### src/prog_config.svh
`ifndef PROG_CONFIG_SVH
`define PROG_CONFIG_SVH

`define BUF_DEPTH 1024 // bytes per buffer, four pages
`define BUF_AW 10
`define PAGE_SHIFT 8 // 256-byte pages

// returned by query_info
`define HDL_VERSION 8'h03
`define HW_VERSION 8'h01
`define HW_TYPE 8'h02

`endif

### src/link_pkg.sv
package link_pkg;

	typedef logic [7:0] byte_t;

	// host command codes, top bit set means a data payload follows
	typedef enum logic [7:0] {
		ccmd_read_buffer = 8'h01,
		ccmd_poll = 8'h02,
		ccmd_test_echo = 8'h03,
		ccmd_test_voltage = 8'h04,
		ccmd_query_info = 8'h06,
		ccmd_write_buffer = 8'h81
	} ccmd_e;

	typedef enum logic [7:0] {
		cresult_ack = 8'h06,
		cresult_busy = 8'h07,
		cresult_nack = 8'h15,
		cresult_async = 8'h16, // job accepted, poll for the outcome
		cresult_data = 8'h1a // followed by a data block
	} cresult_e;

	localparam byte_t sof_c = 8'h1b;

endpackage

### src/job_pkg.sv
`include "prog_config.svh"

package job_pkg;

	import link_pkg::*;

	typedef enum logic [1:0] {
		pcmd_echo,
		pcmd_voltage,
		pcmd_query
	} pcmd_e;

	typedef enum logic {
		presult_fail,
		presult_success
	} presult_e;

	typedef struct packed {
		pcmd_e cmd;
		logic [31:0] arg;
	} job_t;

	typedef struct packed {
		logic data; // send a read-buffer block after the code
		cresult_e code;
		logic [`BUF_AW-1:0] start;
		logic [`BUF_AW:0] size;
	} resp_t;

	typedef enum logic [3:0] {
		rail_vcc_gnd = 4'd1,
		rail_vcc_3v3,
		rail_vcc_5v,
		rail_vpp_gnd,
		rail_vpp_gnd_weak,
		rail_vpp_3v3,
		rail_vpp_3v7,
		rail_vpp_5v,
		rail_vpp_5v4,
		rail_vpp_12v25,
		rail_vpp_12v25_weak
	} rail_e;

	typedef logic [10:0] rails_t; // bit n-1 is rail n

endpackage

### src/job_execute.sv
`timescale 1ns/1ps
`include "prog_config.svh"

module job_execute import link_pkg::*, job_pkg::*; (
	input logic clk12m,
	input logic sense_reset,
	input job_t job,
	input logic job_pending,
	output logic job_done,
	output logic [`BUF_AW-1:0] wb_addr,
	input byte_t wb_rdata,
	output logic rb_we,
	output logic [`BUF_AW-1:0] rb_addr,
	output byte_t rb_data,
	output presult_e presult,
	output rails_t rails
);

	typedef enum logic {
		st_idle,
		st_run
	} state_e;

	state_e state;
	logic [`BUF_AW:0] cnt;
	logic [`BUF_AW:0] last;
	rail_e rail_sel;
	logic rail_ok;
	byte_t info_byte;

	assign rail_sel = rail_e'(job.arg[3:0]);
	assign rail_ok = job.arg[31:4] == 28'd0 &&
		rail_sel inside {[rail_vcc_gnd:rail_vpp_12v25_weak]};

	always_comb begin
		case (job.cmd)
		pcmd_voltage: last = '0;
		pcmd_query: last = (`BUF_AW+1)'(3);
		default: last = (`BUF_AW+1)'(`BUF_DEPTH + 1); // read latency plus write register
		endcase
	end

	always_comb begin
		case (cnt[1:0])
		2'd0: info_byte = 8'd4; // length
		2'd1: info_byte = `HDL_VERSION;
		2'd2: info_byte = `HW_VERSION;
		default: info_byte = `HW_TYPE;
		endcase
	end

	assign job_done = state == st_run && cnt == last;
	assign wb_addr = cnt[`BUF_AW-1:0];

	always_ff @(posedge clk12m) begin
		if (sense_reset) begin
			state <= st_idle;
			rails <= '0;
			presult <= presult_fail;
			rb_we <= 1'b0;
		end else begin
			rb_we <= 1'b0;
			case (state)
			st_idle:
				if (job_pending) begin
					state <= st_run;
					cnt <= '0;
				end
			st_run: begin
				cnt <= cnt + 1'b1;
				case (job.cmd)
				pcmd_voltage:
					rails <= rail_ok ? rails_t'(11'd1 << (rail_sel - 1)) : '0;
				pcmd_query: begin
					rb_we <= 1'b1;
					rb_addr <= cnt[`BUF_AW-1:0];
					rb_data <= info_byte;
				end
				default:
					if (cnt != '0 && cnt <= (`BUF_AW+1)'(`BUF_DEPTH)) begin
						rb_we <= 1'b1;
						rb_addr <= cnt[`BUF_AW-1:0] - `BUF_AW'(1); // data of previous address
						rb_data <= wb_rdata;
					end
				endcase
				if (job_done) begin
					state <= st_idle;
					presult <= presult_success;
				end
			end
			default:
				state <= st_idle;
			endcase
		end
	end

	// the job descriptor must hold still for the whole run
	assert property (@(posedge clk12m) disable iff (sense_reset) state == st_run |-> $stable(job));

endmodule

### config.mk
export PLATFORM = sky130hd
export DESIGN_NAME = job_execute
export DESIGN_NICKNAME = d
export VERILOG_FILES = /design/src/link_pkg.sv /design/src/job_pkg.sv /design/src/job_execute.sv
export VERILOG_INCLUDE_DIRS = /design/src
export SDC_FILE = /design/constraint.sdc
export NUM_CORES = 1
export LEC_CHECK = 0
export ABC_AREA = 1
export BUFFER_PORTS_ARGS = -buffer_cell sky130_fd_sc_hd__buf_2
export CELL_PAD_IN_SITES_DETAIL_PLACEMENT = 1
export CELL_PAD_IN_SITES_GLOBAL_PLACEMENT = 1
export CORE_AREA = 4 4 114 72
export CTS_CLUSTER_DIAMETER = 80
export DETAILED_ROUTE_END_ITERATION = 16
export DIE_AREA = 0 0 118 76
export PLACE_DENSITY = 0.83
export SETUP_SLACK_MARGIN = 0.4
export SYNTH_ARGS = -nofsm -noshare
export SYNTH_HDL_FRONTEND = slang
export SYNTH_SLANG_ARGS = --single-unit
### constraint.sdc
create_clock -name clk12m -period 5.25 [get_ports clk12m]
set_clock_uncertainty 0.15 [all_clocks]
set_input_delay 1.05 -clock clk12m [delete_from_list [all_inputs] [get_ports clk12m]]
set_output_delay 1.05 -clock clk12m [all_outputs]
set_load 0.02 [all_outputs]
## After elaboration in Yosys (flattened, before gate mapping)

Index checks and enable logic that the tools add are counted.

| storage, ports and cells | value |
|---|---|
| bits in registers | 43 |
| bits of input ports | 45 |
| logic and storage cells | 50 |
| output and inout bits | 42 |

| cells by class | value |
|---|---|
| eq/ne operators | 6 |
| shifts and indexed selects | 1 |
| bitwise logic cells | 3 |
| multiplexer cells | 14 |
| $add $sub $neg | 3 |
| reductions and logical operators | 13 |
| $lt $le $gt $ge | 3 |

Operators by type and width:

| cell | number |
|---|---|
| case mux 11 bit (2 select lines) | 2 |
| left shift 1 x 32 -> 11 bit, first input constant | 1 |
| logical NOT 28 bit | 1 |
| two-way mux 11 bit | 2 |
| case mux 10 bit (2 select lines) | 1 |
| case mux 8 bit (2 select lines) | 1 |
| adder 11 x 1 -> 11 bit, second input constant | 1 |
| == test 11 bit | 1 |
| less-or-equal comparator 11 bit, second input constant | 1 |
| nonzero test 11 bit | 1 |
| two-way mux 10 bit | 1 |
| subtractor 10 x 1 -> 10 bit, second input constant | 1 |
| case mux 3 bit (3 select lines) | 1 |
| two-way mux 8 bit | 1 |
| AND reduction 2 bit | 3 |
| subtractor 4 x 1 -> 5 bit, second input constant | 1 |
| == test 2 x 1 -> 1 bit, second input constant | 2 |
| == test 2 bit, second input constant | 2 |
| greater-or-equal comparator 4 x 1 -> 1 bit, second input constant | 1 |
| less-or-equal comparator 4 bit, second input constant | 1 |
| logical AND 1 bit | 4 |
| case mux 1 bit (2 select lines) | 2 |
| AND reduction 4 bit | 1 |
| two-way mux 1 bit | 3 |
| 5 further kinds | 7 |

## Longest topological paths before layout

| depth | value |
|---|---|
| depth after elaboration | 6 |
| depth in mapped cells | 10 |
| gate-level depth less buffers | 10 |

## Worst setup path after synthesis

No wires, ideal clock.

| timing | value |
|---|---|
| path type | input to output |
| from | in job[32] (netlist name) |
| to | out job_done |
| setup slack | 1.775 ns |
| arrival time | 2.275 ns |
| stages on the path | 7 |
| required time | 4.050 ns |
| cells stage by stage | inv_1 ha_1 inv_1 nor2_1 nor2_1 nand4_1 nor4_1 |

| between the ends | value |
|---|---|
| cells in the longest elaborated chain, start to end | 4 |
| elaborated cells on any way between the ends | 5 |
| those cells by class | eq/ne (3); mux (1); reduce/logical (1) |

Ends and longest elaborated chain:

| item | RTL line | text |
|---|---|---|
| start: declaration | job_execute.sv:7 | `input job_t job,` |
| == test 2 bit / == test 2 x 1 -> 1 bit (equally long branches) | job_execute.sv:36 | `case (job.cmd)` |
| case mux 11 bit (2 select lines) * | job_execute.sv:36 |  |
| == test 11 bit * | job_execute.sv:52 | `assign job_done = state == st_run && cnt == last;` |
| logical AND 1 bit * | job_execute.sv:52 |  |
| end: declaration | job_execute.sv:9 | `output logic job_done,` |

Every way passes the cells marked *; elsewhere a longest branch is shown, timed or not.

## Final worst setup path

Same ends and word-level chain as after synthesis.

==> metrics <==
status finished clean; required time of the critical path 4.05 ns; cells after synthesis 311; GRT Max-Usage Layer met2; Reg2Reg Depth 9; CP Class input pin to output port; placer congestion estimate 0.929; Crit. End Element output port; Pre-antenna DRT Iters 4; Die Wd 118 um; #FFs+latches synth 43; crit path DAT 2.47 ns; count of final max-slew check failures 0; core area 7150 sq um; CTS Root Cell clkbuf_16; Synthesized Nets 364; CP top delay family simple AND/OR/NAND/NOR gates; count leader, synth nand2_1; CTS tree done; PD cells 272 nW/um^2; Routed Antenna Nets 0; # DRC 0; GR Util met3 0.0430; met1 Use GR 0.224; Hold Startpoint presult$_SDFFE_PP0P_; CP bufs+invs 3; Hold WS 0.313 ns; Tot GR Track Use 0.163; Via density 4.71; H-tree levels 2; vias in the first global route 2,373; ys async rst share 0; Seq/Total Area, Yosys 0.469; DP Cell Count 473; Reg power frac 0.465; number of DRC markers in iteration 0 112; Post-CTS Setup Bufs 0; Netlist cell types 25; Avg Inst Size Synth 7.89 sq um; Setup crit start job[32]; hold path depth 2; Sum Neg Setup Slack 0 ns; Tmin final 3.67 ns; number of port buffers 86; nets 442; Worst VDD drop 118 uV; Clk network pwr share 0.399; post-detail-place hpwl 5.95 mm; Die Height 76 um; Netlist Area Pre-Place 2450 sq um; first-pass GRT wire length 12.0 mm; FF+latch area 1150 sq um; Finished Layout Cells 481; FP Rows 24; design area 3060 sq um; Clk Latency, worst-skew pair 0.28 ns; Final setup viols 0; initial antenna violation count 0; slowest stage cell, crit path ha_1; fill cell count 913; met2 usage 0.257; Worst-Margin Slew 1.01 ns; Hold Buf Count CTS 0; CP Cell Sequence buf_2 > inv_1 > ha_1 > nand2_1 > nand2_1 > nand4_1 > nor4_1 > buf_2; # diodes 0; max-cap viol count 0; number of buffers created by CTS 5; largest net degree at the start of global routing 15; Layout area overhead 24.7%; Rel. slew slack 0.323; combinational power share 0.135; RSZ-0062 raised after global routing false; cts repair resizes 0; share of layout cells above drive strength 1 0.292; # IOs 87; final WL 7.27 mm; clk sinks 43; ys flop type edfxtp_1; Leakage Power 1.41 nW; CTS Buffer Depth 2; clock-pin slew on the worst setup and hold paths 0.06 ns; CP startpoint kind input pin; cell count along the critical path 8; Final Hold Viols 0; global route total overflow 0; Tot Pwr 0.000830 W; Psw 0.000214 W; dominant cells by area after synthesis edfxtp_1 36%, dfxtp_1 11%, nand2_1 9.9%; post-synth top area share 0.355; largest fanout on the critical path 13; Fmax 272 MHz; FF-to-FF setup slack 2.52 ns; number of synthesized flops with an enable pin 29; Yosys warnings 0; Power Internal 0.000616 W; placed instance area 2900 sq um; WL per Instance 15.1 um; Starting Density 0.343; worst r2r src cnt[0]$_SDFFCE_PN0P_; hold crit path type flip-flop to flip-flop; via count 2,267; Final period util 0.699; die area 8970 sq um; crit-path max cell delay 0.45 ns; Synth top cells by count 65 x nand2_1, 59 x nor2_1, 37 x inv_1; sw frac 0.258; leading area contributor after synthesis edfxtp_1; multi-input combinational cell area 1040 sq um
## sequential cells by signal, summed over array words and instances, names as in the netlist
register  flops
rails        11
presult       1
rb_we         1
cnt          11
rb_data       8
rb_addr      10
state         1
## stage by stage
| stage | util | setup slack (ns) |
|---|---|---|
| 5_1_grt | 0.428 | 1.40 |
| 4_1_cts | 0.428 | 1.58 |
| 3_3_place_gp | 0.405 | 1.62 |
| 2_1_floorplan | - | 1.78 |
| 6_report | 0.428 | 1.58 |
| 3_5_place_dp | 0.405 | 1.61 |
## layout by cell type, fill, tap and decap left out, drive strengths merged
cell type	count
nor3	5
inv	42
edfxtp	29
clkbuf	7
nand2	70
dfxtp	14
nor2	62
nand3	13
a21oi	21
xor2	8
nand3b	1
o21ai	12
xnor2	1
buf	87
ha	8
nand4	8
clkinvlp	1
nor4	1
## worst reg2reg max path, delay by kind of cell, from the launching register on
family                     cells  cell delay (ns)
AOI/OAI and AO/OA              2             0.65
adders and majority gates      1             0.15
buffers and inverters          3             0.53
DFF                            1             0.55
and+or+nand+nor                3             0.40
## worst paths after layout
check / to
min: presult$_SDFFE_PP0P_
max reg2reg: rb_data[4]$_SDFFCE_PP0P_
min reg2reg: presult$_SDFFE_PP0P_
max: job_done
## power groups by stage
stage          sequential [W]  combinational (W)  clock [W]
6_report             0.000387           0.000112   0.000332
5_1_grt              0.000388           0.000126   0.000356
4_1_cts              0.000386           0.000113   0.000343
3_5_place_dp         0.000394           0.000112          0
3_3_place_gp         0.000393           0.000107          0
2_1_floorplan        0.000394          0.0000694          0
## layer usage
layer / vias up / share of wire
li1: 1146 / -
met2: 64 / 0.44
met4: 0 / 0.015
met5: - / 0
met1: 1047 / 0.48
met3: 10 / 0.057
## cell families (layout without fill, tap and decap cells)
family,Yosys count,after routing,synth area share
simple gates,160,160,0.275
buf+inv,58,137,0.108
flops,43,43,0.469
compound gates,33,33,0.0750
xor+xnor,9,9,0.0321
fa+ha+maj,8,8,0.0408
## area by class of cell
| class | count | area share |
|---|---|---|
| multi-input combinational | 210 | 0.339 |
| timing repair buffer | 87 | 0.143 |
| tap | 91 | 0.0372 |
| clock buffer | 7 | 0.0499 |
| inverter | 42 | 0.0516 |
| clock inverter | 1 | 0.00245 |
| sequential | 43 | 0.376 |
Power figures use the tool's default switching activity.
