**config.mk**
```make
export PLATFORM = sky130hd
export DESIGN_NAME = result_send
export DESIGN_NICKNAME = d
export VERILOG_FILES = /design/src/link_pkg.sv /design/src/job_pkg.sv /design/src/result_send.sv
export VERILOG_INCLUDE_DIRS = /design/src
export SDC_FILE = /design/constraint.sdc
export NUM_CORES = 1
export LEC_CHECK = 0
export ABC_AREA = 1
export ABC_CLOCK_PERIOD_IN_PS = 3000
export BUFFER_PORTS_ARGS = -buffer_cell sky130_fd_sc_hd__buf_2
export CAP_MARGIN = 20
export CORE_MARGIN = 2
export CORE_UTILIZATION = 35
export DETAILED_ROUTE_END_ITERATION = 12
export PLACE_DENSITY = 0.6
export SETUP_SLACK_MARGIN = 0.3
export SLEW_MARGIN = 20
export SYNTH_ARGS = -nofsm -noshare
export SYNTH_HDL_FRONTEND = slang
export SYNTH_SLANG_ARGS = --single-unit
```
**constraint.sdc**
```tcl
create_clock -name clk12m -period 3 [get_ports clk12m]
set_clock_uncertainty 0.1 [all_clocks]
set_input_delay 0.15 -clock clk12m [delete_from_list [all_inputs] [get_ports clk12m]]
set_output_delay 0.15 -clock clk12m [all_outputs]
set_load 0.05 [all_outputs]
```
**src/prog_config.svh**
```systemverilog
`ifndef PROG_CONFIG_SVH
`define PROG_CONFIG_SVH

`define BUF_DEPTH 1024 // bytes per buffer, four pages
`define BUF_AW 10
`define PAGE_SHIFT 8 // 256-byte pages

// returned by query_info
`define HDL_VERSION 8'h03
`define HW_VERSION 8'h01
`define HW_TYPE 8'h02

`endif

```
**src/link_pkg.sv**
```systemverilog
package link_pkg;

	typedef logic [7:0] byte_t;

	// host command codes, top bit set means a data payload follows
	typedef enum logic [7:0] {
		ccmd_read_buffer = 8'h01,
		ccmd_poll = 8'h02,
		ccmd_test_echo = 8'h03,
		ccmd_test_voltage = 8'h04,
		ccmd_query_info = 8'h06,
		ccmd_write_buffer = 8'h81
	} ccmd_e;

	typedef enum logic [7:0] {
		cresult_ack = 8'h06,
		cresult_busy = 8'h07,
		cresult_nack = 8'h15,
		cresult_async = 8'h16, // job accepted, poll for the outcome
		cresult_data = 8'h1a // followed by a data block
	} cresult_e;

	localparam byte_t sof_c = 8'h1b;

endpackage

```
**src/job_pkg.sv**
```systemverilog
`include "prog_config.svh"

package job_pkg;

	import link_pkg::*;

	typedef enum logic [1:0] {
		pcmd_echo,
		pcmd_voltage,
		pcmd_query
	} pcmd_e;

	typedef enum logic {
		presult_fail,
		presult_success
	} presult_e;

	typedef struct packed {
		pcmd_e cmd;
		logic [31:0] arg;
	} job_t;

	typedef struct packed {
		logic data; // send a read-buffer block after the code
		cresult_e code;
		logic [`BUF_AW-1:0] start;
		logic [`BUF_AW:0] size;
	} resp_t;

	typedef enum logic [3:0] {
		rail_vcc_gnd = 4'd1,
		rail_vcc_3v3,
		rail_vcc_5v,
		rail_vpp_gnd,
		rail_vpp_gnd_weak,
		rail_vpp_3v3,
		rail_vpp_3v7,
		rail_vpp_5v,
		rail_vpp_5v4,
		rail_vpp_12v25,
		rail_vpp_12v25_weak
	} rail_e;

	typedef logic [10:0] rails_t; // bit n-1 is rail n

endpackage

```
**src/result_send.sv**
```systemverilog
`timescale 1ns/1ps
`include "prog_config.svh"

module result_send import link_pkg::*, job_pkg::*; (
	input logic clk12m,
	input logic sense_reset,
	input resp_t resp,
	input logic resp_pending,
	output logic resp_done,
	output logic [`BUF_AW-1:0] rb_addr,
	input byte_t rb_rdata,
	output byte_t tx_data,
	output logic tx_seq,
	input logic tx_ack
);

	typedef enum logic [1:0] {
		st_idle,
		st_wait,
		st_data
	} state_e;

	state_e state;
	logic [`BUF_AW-1:0] addr;
	logic [`BUF_AW:0] remain;
	logic tx_free;
	logic more;

	assign tx_free = tx_seq == tx_ack;
	assign more = resp.data && remain != '0;
	assign resp_done = state == st_wait && tx_free && !more;
	assign rb_addr = addr; // read ahead, valid by the time the host acks

	always_ff @(posedge clk12m) begin
		if (sense_reset) begin
			state <= st_idle;
			tx_seq <= 1'b0;
		end else begin
			case (state)
			st_idle:
				if (resp_pending && tx_free) begin
					tx_data <= resp.code;
					tx_seq <= ~tx_seq;
					addr <= resp.start;
					remain <= resp.size;
					state <= st_wait;
				end
			st_wait:
				if (tx_free)
					state <= more ? st_data : st_idle;
			st_data: begin
				tx_data <= rb_rdata;
				tx_seq <= ~tx_seq;
				addr <= addr + 1'b1;
				remain <= remain - 1'b1;
				state <= st_wait;
			end
			default:
				state <= st_idle;
			endcase
		end
	end

endmodule

```
# Word-level counts from Yosys, hierarchy flattened
# Cells that the tools add are included.
[word_totals]
reg_bits = 32
inputBits = 42
out_inout_bits = 20
word_cells = 37
[op_classes]
add_sub_neg = 2
n_eq_ne = 5
mux = 12
n_bitwise = 2
n_reduce_logical = 11
[ops]
columns = ["op", "n"]
rows = [
  ["$pmux W11 S2", 1],
  ["$pmux W10 S2", 1],
  ["$pmux W8 S2", 1],
  ["$mux W11", 1],
  ["$reduce_bool A11 Y1", 1],
  ["$sub A11 B1 Y11 const B", 1],
  ["$add A10 B1 Y10 const B", 1],
  ["$mux W10", 1],
  ["$mux W8", 1],
  ["$mux W2", 3],
  ["$pmux W2 S3", 1],
  ["$logic_and A1 B1 Y1", 4],
  ["$ne A2 B2 Y1 const B", 2],
  ["$reduce_and A2 Y1", 2],
  ["$reduce_and A3 Y1", 1],
  ["$eq A2 B1 Y1 const B", 1],
  ["$eq A2 B2 Y1 const B", 1],
  ["$logic_not A2 Y1", 1],
  ["$not A1 Y1", 2],
  ["$pmux W1 S2", 1],
  ["$reduce_bool A2 Y1", 1],
  ["$eq A1 B1 Y1", 1],
  ["$logic_not A1 Y1", 1],
  ["$mux W1", 1],
]

# Longest topological paths before layout
[logic_depth]
ltp_word = 5
mapped_depth = 8
depth_no_buf = 8

# Worst setup path before layout
# No wires, ideal clock.
[synth_path]
path_kind = "reg-to-reg"
from = "reg tx_seq"
to = "reg addr[0] (netlist: rb_addr[0]) (enable)"
setup_ns = 0.384
arrival_ns = 1.705
required_ns = 2.516
path_slack_ns = 0.811
path_stages_with_launch = 6
path_buffers = 0
period_less_slack_ns = 2.189
path_cell_list = "dfxtp_1 xnor2_2 nand3_1 nand2_1 nand2_1 inv_1"
[synth_between]
elab_chain_cells = 4
[synth_lines]
columns = ["element", "line_no", "source"]
rows = [
  ["start, declared", "result_send.sv:13", "output logic tx_seq,"],
  ["start signal, assigned", "result_send.sv:43", "tx_seq <= ~tx_seq;"],
  ["start signal, assigned", "result_send.sv:53", "tx_seq <= ~tx_seq;"],
  ["$eq A1 B1 Y1", "result_send.sv:29", "assign tx_free = tx_seq == tx_ack;"],
  ["$logic_and A1 B1 Y1", "result_send.sv:41", "if (resp_pending && tx_free) begin"],
  ["$ne A2 B2 Y1 (no source line)", "n/a", ""],
  ["$reduce_and A3 Y1 (no source line)", "n/a", ""],
  ["end signal, assigned", "result_send.sv:44", "addr <= resp.start;"],
  ["end signal, assigned", "result_send.sv:54", "addr <= addr + 1'b1;"],
  ["end, declared", "result_send.sv:24", "logic [`BUF_AW-1:0] addr;"],
]
# No other way between the ends.
# A chain may end at the register's enable or synchronous reset.

# Final worst setup path
[layout_path]
from = "reg remain[3]"
to = "out resp_done"
[layout_between]
elab_chain_cells = 4
[layout_lines]
columns = ["element", "line_no", "source"]
rows = [
  ["start, declared", "result_send.sv:25", "logic [`BUF_AW:0] remain;"],
  ["start signal, assigned", "result_send.sv:45", "remain <= resp.size;"],
  ["start signal, assigned", "result_send.sv:55", "remain <= remain - 1'b1;"],
  ["$reduce_bool A11 Y1", "result_send.sv:30", "assign more = resp.data && remain != '0;"],
  ["$logic_and A1 B1 Y1", "result_send.sv:30", ""],
  ["$logic_not A1 Y1", "result_send.sv:31", "assign resp_done = state == st_wait && tx_free && !more;"],
  ["$logic_and A1 B1 Y1", "result_send.sv:31", ""],
  ["end, declared", "result_send.sv:9", "output logic resp_done,"],
]
# No other way between the ends.

==> impl_metrics.tcl <==
set metrics [dict create \
    critPathMaxFanout 3 \
    start_kind "register" \
    dp_hpwl_um 2718 \
    gp_congestion 0.7966 \
    p_leak_nw 1.065 \
    syn_area_um2 1819 \
    first_global_vias 1494 \
    clk_pin_slew_ns 0.07 \
    synth-edff-count 29 \
    dr.pass1.iters 4 \
    core_area_um2 5075 \
    fin_crit_ns 1.895 \
    reg2reg_to "rb_addr[2]$_DFFE_PP_" \
    wirelength_um 3803 \
    area.growth.synth_to_final_pct 25.52 \
    async_reset_ff_frac 0 \
    die_x_um 76.10 \
    htreeDepth 2 \
    crit_arrival_ns 1.64 \
    syn_nets 260 \
    fin_nets 326 \
    layoutNonFillerInstCount 353 \
    fmax_mhz 527.7 \
    finalHoldViolCount 0 \
    ys.flop_type "edfxtp_1" \
    synth_seq_area_share 0.5117 \
    ir_worst_vdd_uv 252.1 \
    netlist_instances 216 \
    grt_max_degree 37 \
    rows 26 \
    die_y_um 76.10 \
    rsz0062_at_grt "false" \
    post_cts_buffers 0 \
    cts_resized 0 \
    status "finished, final reports clean" \
    grt.total_usage 0.1452 \
    crit_start "remain[3]$_DFFE_PP_" \
    postCtsHoldBufs 1 \
    slew_viol_final 0 \
    power.density_nw_per_um2 474.4 \
    dr.first_iter.drc_count 95 \
    wl_per_cell_um 10.77 \
    grt_antenna_before_repair 0 \
    reg2regPathDepth 7 \
    drive_gt1_frac 0.3074 \
    ctsLongestPathBuffers 2 \
    io_pins 62 \
    clock_latency_ns 0.29 \
    tritoncts "yes" \
    initial_utilization 0.3585 \
    cts_buffers 5 \
    cts_root_buf "clkbuf_8" \
    maxCapViolCount 0 \
    die-area_um2 5790 \
    clock_sinks 32 \
    num_antenna_cells 0 \
    synth_area_per_cell_um2 8.422 \
    drc 0 \
    hp-class "in2reg" \
    num_vias 1561 \
    critical_path.endpoint "resp_done" \
    worstMarginPinSlew_ns 0.5653 \
    ys_types 27 \
    min_from "resp[23]" \
    crit_type "reg2out" \
    ant_nets 0 \
    ys_warn_count 0 \
    r2r_start "state[1]$_SDFFE_PP0P_" \
    place_inst 344 \
    layout_worst_path_cycle_share 0.6316 \
    cp_data_required_time_ns 2.75 \
    final.setup.tns_ns 0 \
    r2r_setup_slack_ns 1.12 \
    viasPerCell 4.422 \
    endpoint_kind "output pin" \
    grt-ovfl-total 0 \
    slew_headroom 0.6222 \
    synth-seq-cells 32 \
    grt_pass1_wl_um 6713 \
    finalSetupViolations 0 \
    io_buffer_count 61 \
]
-- worst min-delay path by stage --
stage / to / slack (ns) / depth (start not counted)
after global placement: state[1]$_SDFFE_PP0P_ / 0.31 / 3
final: tx_data[2]$_DFFE_PP_ / 0.03 / 3
after CTS: tx_data[4]$_DFFE_PP_ / 0.02 / 3
after floorplan: state[1]$_SDFFE_PP0P_ / 0.17 / 2
after detailed placement: state[1]$_SDFFE_PP0P_ / 0.30 / 3
after global routing: tx_data[6]$_DFFE_PP_ / 0.02 / 3
-- synth_stat cells (2+ instances only) --
master | number | share of area
a21oi_1 | 6 | 0.017
a31oi_1 | 2 | 0.0069
buf_6 | 3 | 0.019
dfxtp_1 | 3 | 0.033
edfxtp_1 | 29 | 0.48
ha_1 | 2 | 0.014
inv_1 | 20 | 0.041
inv_2 | 2 | 0.0041
nand2_1 | 81 | 0.17
nand2_2 | 2 | 0.0069
nand3_1 | 19 | 0.052
nand4_1 | 2 | 0.0069
nor2_1 | 15 | 0.031
nor2_2 | 5 | 0.017
nor2_4 | 2 | 0.012
o21ai_1 | 7 | 0.019
o21ai_2 | 2 | 0.0096
xnor2_1 | 4 | 0.019
xor2_1 | 2 | 0.0096
-- state kept, by name (all words and copies together), names as in the netlist --
name / cells
tx_data: 8
tx_seq: 1
rb_addr: 10
remain: 11
state: 2
-- layout by cell type (no fill, tap or decap) --
| master | count |
|---|---|
| a21oi_1 | 6 |
| a31oi_1 | 2 |
| buf_2 | 61 |
| buf_4 | 2 |
| clkbuf_8 | 6 |
| clkinv_1 | 1 |
| clkinv_2 | 2 |
| dfxtp_1 | 3 |
| dlygate4sd3_1 | 1 |
| edfxtp_1 | 29 |
| ha_1 | 2 |
| inv_1 | 20 |
| inv_2 | 2 |
| nand2_1 | 81 |
| nand2_2 | 2 |
| nand3_1 | 19 |
| nand3_2 | 1 |
| nand4_1 | 2 |
| nor2_1 | 15 |
| nor2_2 | 5 |
| nor2_4 | 2 |
| nor3_2 | 1 |
| o21ai_0 | 1 |
| o21ai_1 | 7 |
| o21ai_2 | 2 |
| o21bai_1 | 1 |
| xnor2_1 | 4 |
| xnor2_2 | 1 |
| xor2_1 | 2 |
-- metrics by stage --
| step | cell area (µm²) | setup slack (ns) | power (mW) | utilization | hold slack (ns) |
|---|---|---|---|---|---|
| after floorplan | 1819 | 0.8112 | 0.6883 | - | 0.1715 |
| after global placement | 2181 | 1.112 | 0.7470 | 0.4297 | 0.3059 |
| after detailed placement | 2181 | 1.097 | 0.7485 | 0.4297 | 0.2998 |
| after CTS | 2283 | 1.073 | 1.099 | 0.4500 | 0.01823 |
| after global routing | 2283 | 0.8894 | 1.143 | 0.4500 | 0.02283 |
| final | 2283 | 1.105 | 1.083 | 0.4500 | 0.02944 |
-- routing by layer --
| metal | track usage | up-vias | wire, µm |
|---|---|---|---|
| met5 | 0 | - | 0 |
| met4 | 0.05455 | 0 | 65 |
| met3 | 0.04976 | 6 | 234 |
| met2 | 0.2348 | 45 | 1698 |
| met1 | 0.1799 | 676 | 1804 |
| li1 | - | 834 | - |
-- layout make-up --
class | instances | area [µm²]
multi-input combinational | 156 | 755.7
timing repair buffer | 64 | 330.3
tap | 70 | 87.58
fill | 531 | 2791
clock inverter | 2 | 10.01
inverter | 23 | 86.33
clock buffer | 6 | 82.58
sequential | 32 | 930.9
-- logic make-up after synthesis --
| family | count (synthesis) | share of synthesized area |
|---|---|---|
| simple gates | 128 | 0.3047 |
| flops | 32 | 0.5117 |
| buf+inv | 28 | 0.07290 |
| compound gates | 19 | 0.05915 |
| xor+xnor | 7 | 0.03783 |
| fa+ha+maj | 2 | 0.01375 |
-- report_power, final --
part           internal, mW  leakage, nW  switching [mW]
Clock                 0.183       0.0510           0.163
Sequential            0.522        0.290          0.0209
Combinational        0.0644        0.723           0.130
-- critical path, cell delays in order (launching register included) --
cell      delay, ns
edfxtp_1       0.44
nor2_2         0.17
nand2_2        0.09
nor2_2         0.15
nand3_2        0.11
a21oi_1        0.13
buf_2          0.27
(Power assumes the default switching activity.)
