[config.mk]
export PLATFORM = sky130hd
export DESIGN_NAME = cmd_decode
export DESIGN_NICKNAME = d
export VERILOG_FILES = /design/src/link_pkg.sv /design/src/job_pkg.sv /design/src/cmd_decode.sv
export VERILOG_INCLUDE_DIRS = /design/src
export SDC_FILE = /design/constraint.sdc
export NUM_CORES = 1
export LEC_CHECK = 0
export ABC_AREA = 1
export ABC_CLOCK_PERIOD_IN_PS = 2900
export BUFFER_PORTS_ARGS = -buffer_cell sky130_fd_sc_hd__buf_2
export CORE_ASPECT_RATIO = 0.8
export CORE_MARGIN = 2
export CORE_UTILIZATION = 40
export DETAILED_ROUTE_END_ITERATION = 7
export PLACE_DENSITY = 0.65
export SLEW_MARGIN = 20
export SYNTH_ARGS = -nofsm -noshare
export SYNTH_HDL_FRONTEND = slang
export SYNTH_SLANG_ARGS = --single-unit
[constraint.sdc]
create_clock -name clk12m -period 2.9 [get_ports clk12m]
set_input_delay 0.29 -clock clk12m [delete_from_list [all_inputs] [get_ports clk12m]]
set_output_delay 0.29 -clock clk12m [all_outputs]
set_load 0.02 [all_outputs]
[src/prog_config.svh]
`ifndef PROG_CONFIG_SVH
`define PROG_CONFIG_SVH

`define BUF_DEPTH 1024 // bytes per buffer, four pages
`define BUF_AW 10
`define PAGE_SHIFT 8 // 256-byte pages

// returned by query_info
`define HDL_VERSION 8'h03
`define HW_VERSION 8'h01
`define HW_TYPE 8'h02

`endif

[src/link_pkg.sv]
package link_pkg;

	typedef logic [7:0] byte_t;

	// host command codes, top bit set means a data payload follows
	typedef enum logic [7:0] {
		ccmd_read_buffer = 8'h01,
		ccmd_poll = 8'h02,
		ccmd_test_echo = 8'h03,
		ccmd_test_voltage = 8'h04,
		ccmd_query_info = 8'h06,
		ccmd_write_buffer = 8'h81
	} ccmd_e;

	typedef enum logic [7:0] {
		cresult_ack = 8'h06,
		cresult_busy = 8'h07,
		cresult_nack = 8'h15,
		cresult_async = 8'h16, // job accepted, poll for the outcome
		cresult_data = 8'h1a // followed by a data block
	} cresult_e;

	localparam byte_t sof_c = 8'h1b;

endpackage

[src/job_pkg.sv]
`include "prog_config.svh"

package job_pkg;

	import link_pkg::*;

	typedef enum logic [1:0] {
		pcmd_echo,
		pcmd_voltage,
		pcmd_query
	} pcmd_e;

	typedef enum logic {
		presult_fail,
		presult_success
	} presult_e;

	typedef struct packed {
		pcmd_e cmd;
		logic [31:0] arg;
	} job_t;

	typedef struct packed {
		logic data; // send a read-buffer block after the code
		cresult_e code;
		logic [`BUF_AW-1:0] start;
		logic [`BUF_AW:0] size;
	} resp_t;

	typedef enum logic [3:0] {
		rail_vcc_gnd = 4'd1,
		rail_vcc_3v3,
		rail_vcc_5v,
		rail_vpp_gnd,
		rail_vpp_gnd_weak,
		rail_vpp_3v3,
		rail_vpp_3v7,
		rail_vpp_5v,
		rail_vpp_5v4,
		rail_vpp_12v25,
		rail_vpp_12v25_weak
	} rail_e;

	typedef logic [10:0] rails_t; // bit n-1 is rail n

endpackage

[src/cmd_decode.sv]
`timescale 1ns/1ps
`include "prog_config.svh"

module cmd_decode import link_pkg::*, job_pkg::*; (
	input logic clk12m,
	input logic sense_reset,
	input byte_t rx_data,
	input logic rx_seq,
	output logic rx_ack,
	output logic wb_we,
	output logic [`BUF_AW-1:0] wb_addr,
	output byte_t wb_data,
	output logic job_send,
	output job_t job_out,
	input logic job_busy,
	input presult_e presult,
	output logic resp_send,
	output resp_t resp_out,
	input logic resp_busy
);

	typedef enum logic [2:0] {
		st_hunt,
		st_cmd,
		st_arg,
		st_data,
		st_dispatch
	} state_e;

	state_e state;
	byte_t cmd;
	logic [31:0] arg_q; // {arg3, arg2, arg1, arg0}
	logic [1:0] argi;
	logic [15:0] idx;
	logic [15:0] size;
	logic [`BUF_AW-1:0] page_start;
	logic rx_pend;
	logic rx_take;
	logic job_go;

	assign rx_pend = rx_seq != rx_ack;
	assign rx_take = rx_pend && state != st_dispatch;
	assign size = arg_q[31:16];
	assign page_start = `BUF_AW'(16'(arg_q[15:8]) << `PAGE_SHIFT);

	always_ff @(posedge clk12m) begin
		if (sense_reset) begin
			state <= st_hunt;
			rx_ack <= 1'b0;
			wb_we <= 1'b0;
		end else begin
			wb_we <= 1'b0;
			if (rx_take)
				rx_ack <= rx_seq;
			case (state)
			st_hunt:
				if (rx_pend && rx_data == sof_c)
					state <= st_cmd; // anything else is dropped
			st_cmd:
				if (rx_pend) begin
					cmd <= rx_data;
					argi <= 2'd0;
					state <= st_arg;
				end
			st_arg:
				if (rx_pend) begin
					arg_q <= {rx_data, arg_q[31:8]};
					argi <= argi + 2'd1;
					if (argi == 2'd3) begin
						idx <= 16'd0;
						if (cmd[7] && {rx_data, arg_q[31:24]} != 16'd0)
							state <= st_data;
						else
							state <= st_dispatch;
					end
				end
			st_data:
				if (rx_pend) begin
					wb_we <= cmd == ccmd_write_buffer; // other payload commands just drain
					wb_addr <= page_start + idx[`BUF_AW-1:0];
					wb_data <= rx_data;
					idx <= idx + 16'd1;
					if (idx + 16'd1 == size)
						state <= st_dispatch;
				end
			st_dispatch:
				if (!resp_busy)
					state <= st_hunt;
			default:
				state <= st_hunt;
			endcase
		end
	end

	always_comb begin
		resp_out.data = 1'b0;
		resp_out.code = cresult_nack;
		resp_out.start = page_start;
		resp_out.size = size[`BUF_AW:0];
		job_out.cmd = pcmd_echo;
		job_out.arg = arg_q;
		job_go = 1'b0;
		case (cmd)
		ccmd_write_buffer:
			resp_out.code = cresult_ack;
		ccmd_read_buffer: begin
			resp_out.data = 1'b1;
			resp_out.code = cresult_data;
		end
		ccmd_poll:
			if (job_busy)
				resp_out.code = cresult_busy;
			else
				resp_out.code = presult == presult_success ? cresult_ack : cresult_nack;
		ccmd_test_echo, ccmd_test_voltage, ccmd_query_info: begin
			if (cmd == ccmd_test_voltage)
				job_out.cmd = pcmd_voltage;
			else if (cmd == ccmd_query_info)
				job_out.cmd = pcmd_query;
			if (job_busy) begin
				resp_out.code = cresult_busy;
			end else begin
				resp_out.code = cresult_async;
				job_go = 1'b1;
			end
		end
		default:
			resp_out.code = cresult_nack;
		endcase
	end

	assign resp_send = state == st_dispatch && !resp_busy;
	assign job_send = resp_send && job_go;

endmodule

# After elaboration in Yosys (flattened, before gate mapping)

Index checks and enable logic that the tools add are counted.
Widths: inputs -> output; s select.

Output and inout bits: 86
Flip-flop bits (word level): 81
Input port bits: 14
Word-level logic and storage cells: 81

Bitwise logic cells: 3
Reduce and logical (&&, ||, !) cells: 18
$add $sub $neg: 3
Eq/ne operators: 22
Mux-type cells: 26

Operators by type and width:

| kind                  | number |
|---|---|
| $mux 16               | 3 |
| $pmux 16 s2           | 1 |
| $mux 3                | 8 |
| $pmux 5 s4            | 1 |
| $add 16x1->16 const B | 1 |
| $eq 16x16->1          | 1 |
| $eq 8x2->1 const B    | 2 |
| $eq 8x3->1 const B    | 2 |
| $reduce_bool 16->1    | 1 |
| $mux 5                | 3 |
| $pmux 3 s5            | 1 |
| $ne 2x2->1 const B    | 7 |
| $add 10x10->10        | 1 |
| $mux 2                | 5 |
| $reduce_and 3->1      | 3 |
| $eq 8x1->1 const B    | 1 |
| $eq 8x5->1 const B    | 1 |
| $eq 8x8->1 const B    | 1 |
| $reduce_and 7->1      | 1 |
| $eq 3x2->1 const B    | 2 |
| $reduce_or 3->1       | 2 |
| $logic_and 1x1->1     | 5 |
| $reduce_and 5->1      | 1 |
| $pmux 2 s2            | 1 |
| 12 further kinds      | 17 |

# Depth between registers and ports, before layout

Depth in word-level cells: 6
Gate-level depth with buffers: 16
Gate-level depth less buffers: 16

# Worst setup path after synthesis

OpenSTA, ideal clock, no wires.

Kind: reg2reg
From: reg rx_ack
To: reg idx[0], enable pin
Data required time: 2.470 ns
Cell stages (with the launch flop): 5
Arrival time: 2.377 ns
Setup time: 0.430 ns
Path slack: 0.093 ns
Clock period less this slack: 2.807 ns
Cell sequence: dfxtp_1 > xnor2_1 > nor2_1 > inv_1 > nor4_1

Word-level cells in the longest chain between the ends: 3
Elaborated cells on any way between the ends: 4

RTL lines:

| what                           | line             | source |
|---|---|---|
| start: declaration             | cmd_decode.sv:9  | `output logic rx_ack,` |
| start signal: assignment       | cmd_decode.sv:54 | `rx_ack <= rx_seq;` |
| $ne 1x1->1 (*)                 | cmd_decode.sv:41 | `assign rx_pend = rx_seq != rx_ack;` |
| $ne 2x2->1 (no line)           | --               |  |
| $reduce_and 5->1 (no line) (*) | --               |  |
| end signal: assignment         | cmd_decode.sv:82 | `idx <= idx + 16'd1;` |
| end: declaration               | cmd_decode.sv:34 | `logic [15:0] idx;` |

Mark *: on every way between the ends. The rest lies on a longest branch, timed or not.
A chain may end at the register's enable or synchronous reset.

==> impl_metrics.json <==
{
  "yosys.area.top_type": "edfxtp_1",
  "antenna_left": 0,
  "first_pass_iters": 4,
  "final_max_slew_viol_count": 0,
  "synth_most_common_cell": "edfxtp_1",
  "r2r-start": "idx[0]",
  "setup_viol": 0,
  "row_count": 32,
  "synthCells": 371,
  "met3_usage_pct": 6.28,
  "power.internal_uw": 2090,
  "path_max_fanout": 3,
  "cts_htree_levels": 3,
  "synthFlopType": "edfxtp_1",
  "post_cts_resized": 0,
  "netlist.area_leader.share_pct": 59.0,
  "overflow": 0,
  "port_buffers": 88,
  "tns_ns": 0,
  "antennaDiodeCount": 0,
  "vias_per_cell": 4.76,
  "synth-async-reset-ratio_pct": 0,
  "seqPwrFrac_pct": 49.8,
  "rsz0062_at_grt": "no",
  "synth_seq_area_share_pct": 61.6,
  "initial_core_util_pct": 40.6,
  "grt_pass1_wl_um": 12400,
  "hold_viol_final": 0,
  "ioPinCount": 100,
  "clock_latency_ns": 0.33,
  "combPwrFrac_pct": 5.6,
  "drive_gt1_share_pct": 27.1,
  "post-cts-setup-buffers": 0,
  "design.core.area_um2": 9530,
  "dpl.hpwl_um": 5730,
  "cts_max_path_buffers": 2,
  "hp-class": "in -> reg",
  "irDropWorstVdd_mv": 0.334,
  "numCtsBuffers": 9,
  "p_leak_uw": 0.00191,
  "die-area_um2": 10500,
  "cts.sinks": 81,
  "syn_area_per_cell_um2": 10.4,
  "hold_path.startpoint": "sense_reset",
  "start_kind": "flip-flop",
  "yosys-top-cells-count": "edfxtp_1, nand2_1, nor2_1",
  "status": "completed",
  "fp.dieW_um": 114,
  "cts_tree": "done",
  "cp.arrival_ns": 2.05,
  "cp_data_required_time_ns": 2.61,
  "finalCritPeriodShare_pct": 80.7,
  "chipHeight_um": 92.0,
  "worst_pin_slew_ns": 0.691,
  "detail_route.wl_per_cell_um": 13.3,
  "ys_warn_count": 0,
  "cts_hold_buf": 0,
  "syn2layout_area_growth_pct": 20.3,
  "pwr-share-clk_pct": 44.6,
  "switching_share_pct": 20.8,
  "crit_path_end_kind": "output port",
  "grt_busiest_layer": "met2",
  "power.total_uw": 2630,
  "netlist_area_um2": 3870,
  "clock_skew_ns": 0.00579,
  "fmax_mhz": 428,
  "synth.area.top_cells": "edfxtp_1, nand2_1, buf_4",
  "critical_path_class": "reg -> out",
  "clk_pin_slew_worst_paths_ns": 0.06,
  "grt_use_met2_pct": 24.2,
  "p_sw_uw": 548,
  "cts-root-buf": "clkbuf_16",
  "maxCapViolCount": 0,
  "post-route-min-period_ns": 2.34,
  "antenna_found_initial": 0,
  "drc": 0,
  "nets": 474,
  "grtUsageMet1_pct": 20.7,
  "synth.distinct_cells": 31,
  "crit_start": "cmd[5]",
  "gp_congestion": 0.863,
  "yosys_register_bits": 81,
  "grt_pass1_vias": 2537,
  "n_fill_cell": 888,
  "via_count": 2763,
  "drt_wl_total_um": 7740,
  "power_density_nw_per_um2": 566,
  "grt.total_usage_pct": 15.8,
  "grt_max_degree": 33,
  "max_slew_margin_pct": 53.8,
  "synth_edf_count": 76,
  "first_iter_violations": 107
}
-- power groups by stage --
stage	combinational, uW	sequential (uW)	clock [uW]
2_1_floorplan	101	1340	0
3_3_place_gp	146	1340	0
3_5_place_dp	147	1340	0
4_1_cts	148	1310	1210
5_1_grt	166	1310	1260
6_report	147	1310	1170
-- cell usage in the layout, fill, tap and decap left out, types with 3 or more instances in the layout --
master,instances
conb_1,11
nor4_1,5
xnor2_1,7
nand3b_1,7
buf_2,88
inv_1,42
o21ai_1,4
nand3_1,20
clkinv_2,3
buf_4,4
clkbuf_16,9
o21ai_0,6
nand2_2,4
nor2_1,44
dfxtp_1,5
edfxtp_1,76
nand4_1,6
nor2_4,3
nor2_2,6
nand2_1,75
xor2_1,4
a21oi_1,12
nor3_1,5
ha_1,3
-- per-layer routing --
layer	routed length, um	part of all wire, %
met2	3570	46
met4	125	1.6
met3	502	6.5
met5	0	0
met1	3550	46
-- sequential cells by signal, indices dropped and copies added, names as in the netlist --
register	count
argi	2
rx_ack	1
cmd	8
wb_addr	10
wb_data	8
idx	16
wb_we	1
state	3
arg_q	32
-- critical path, stage by stage, from the launching register on --
cell,delay [ns]
edfxtp_1,0.36
nor3_1,0.26
nand2_1,0.13
nor3_1,0.14
inv_1,0.08
o21ai_0,0.28
nor2_1,0.09
o21ai_0,0.17
buf_2,0.19
-- cell families (layout without fill, tap and decap cells) --
group | count (synthesis) | after routing | synth area share [%]
and+or+nand+nor | 178 | 178 | 20.8
DFF | 81 | 81 | 61.6
buffers and inverters | 70 | 151 | 9.22
AOI/OAI and AO/OA | 26 | 26 | 4.20
xor gates and xnor gates | 12 | 12 | 3.10
adders and majority gates | 3 | 3 | 0.970
other | 1 | 11 | 0.0969
-- final cells by class --
cell class | instances | area [um2] | share of cell area (%)
flip-flops and latches | 81 | 2380 | 51.2
well taps | 119 | 149 | 3.20
clock buffers | 10 | 229 | 4.92
multi-input cells | 230 | 1180 | 25.4
inverters | 43 | 161 | 3.47
repair buffers | 92 | 470 | 10.1
clock inverters | 6 | 82.6 | 1.77
-- per-stage QoR --
step	util (%)	setup WS (ns)	std cells	cell area, um2	hold WS [ns]
6_report	48.9	0.561	581	4660	0.160
3_5_place_dp	45.6	0.752	565	4340	0.434
3_3_place_gp	45.6	0.823	565	4340	0.430
5_1_grt	48.9	0.269	581	4660	0.151
4_1_cts	48.9	0.520	581	4660	0.144
2_1_floorplan	-	0.0927	381	3910	0.352
-- path summary, 6_finish.rpt --
kind	end	slack [ns]	cells past startpoint
min reg2reg	arg_q[7]	0.44	0
max	resp_out[21]	0.56	8
max reg2reg	state[1]	0.79	14
min	state[2]	0.16	2
No activity file was read; power rests on OpenSTA's default activity.
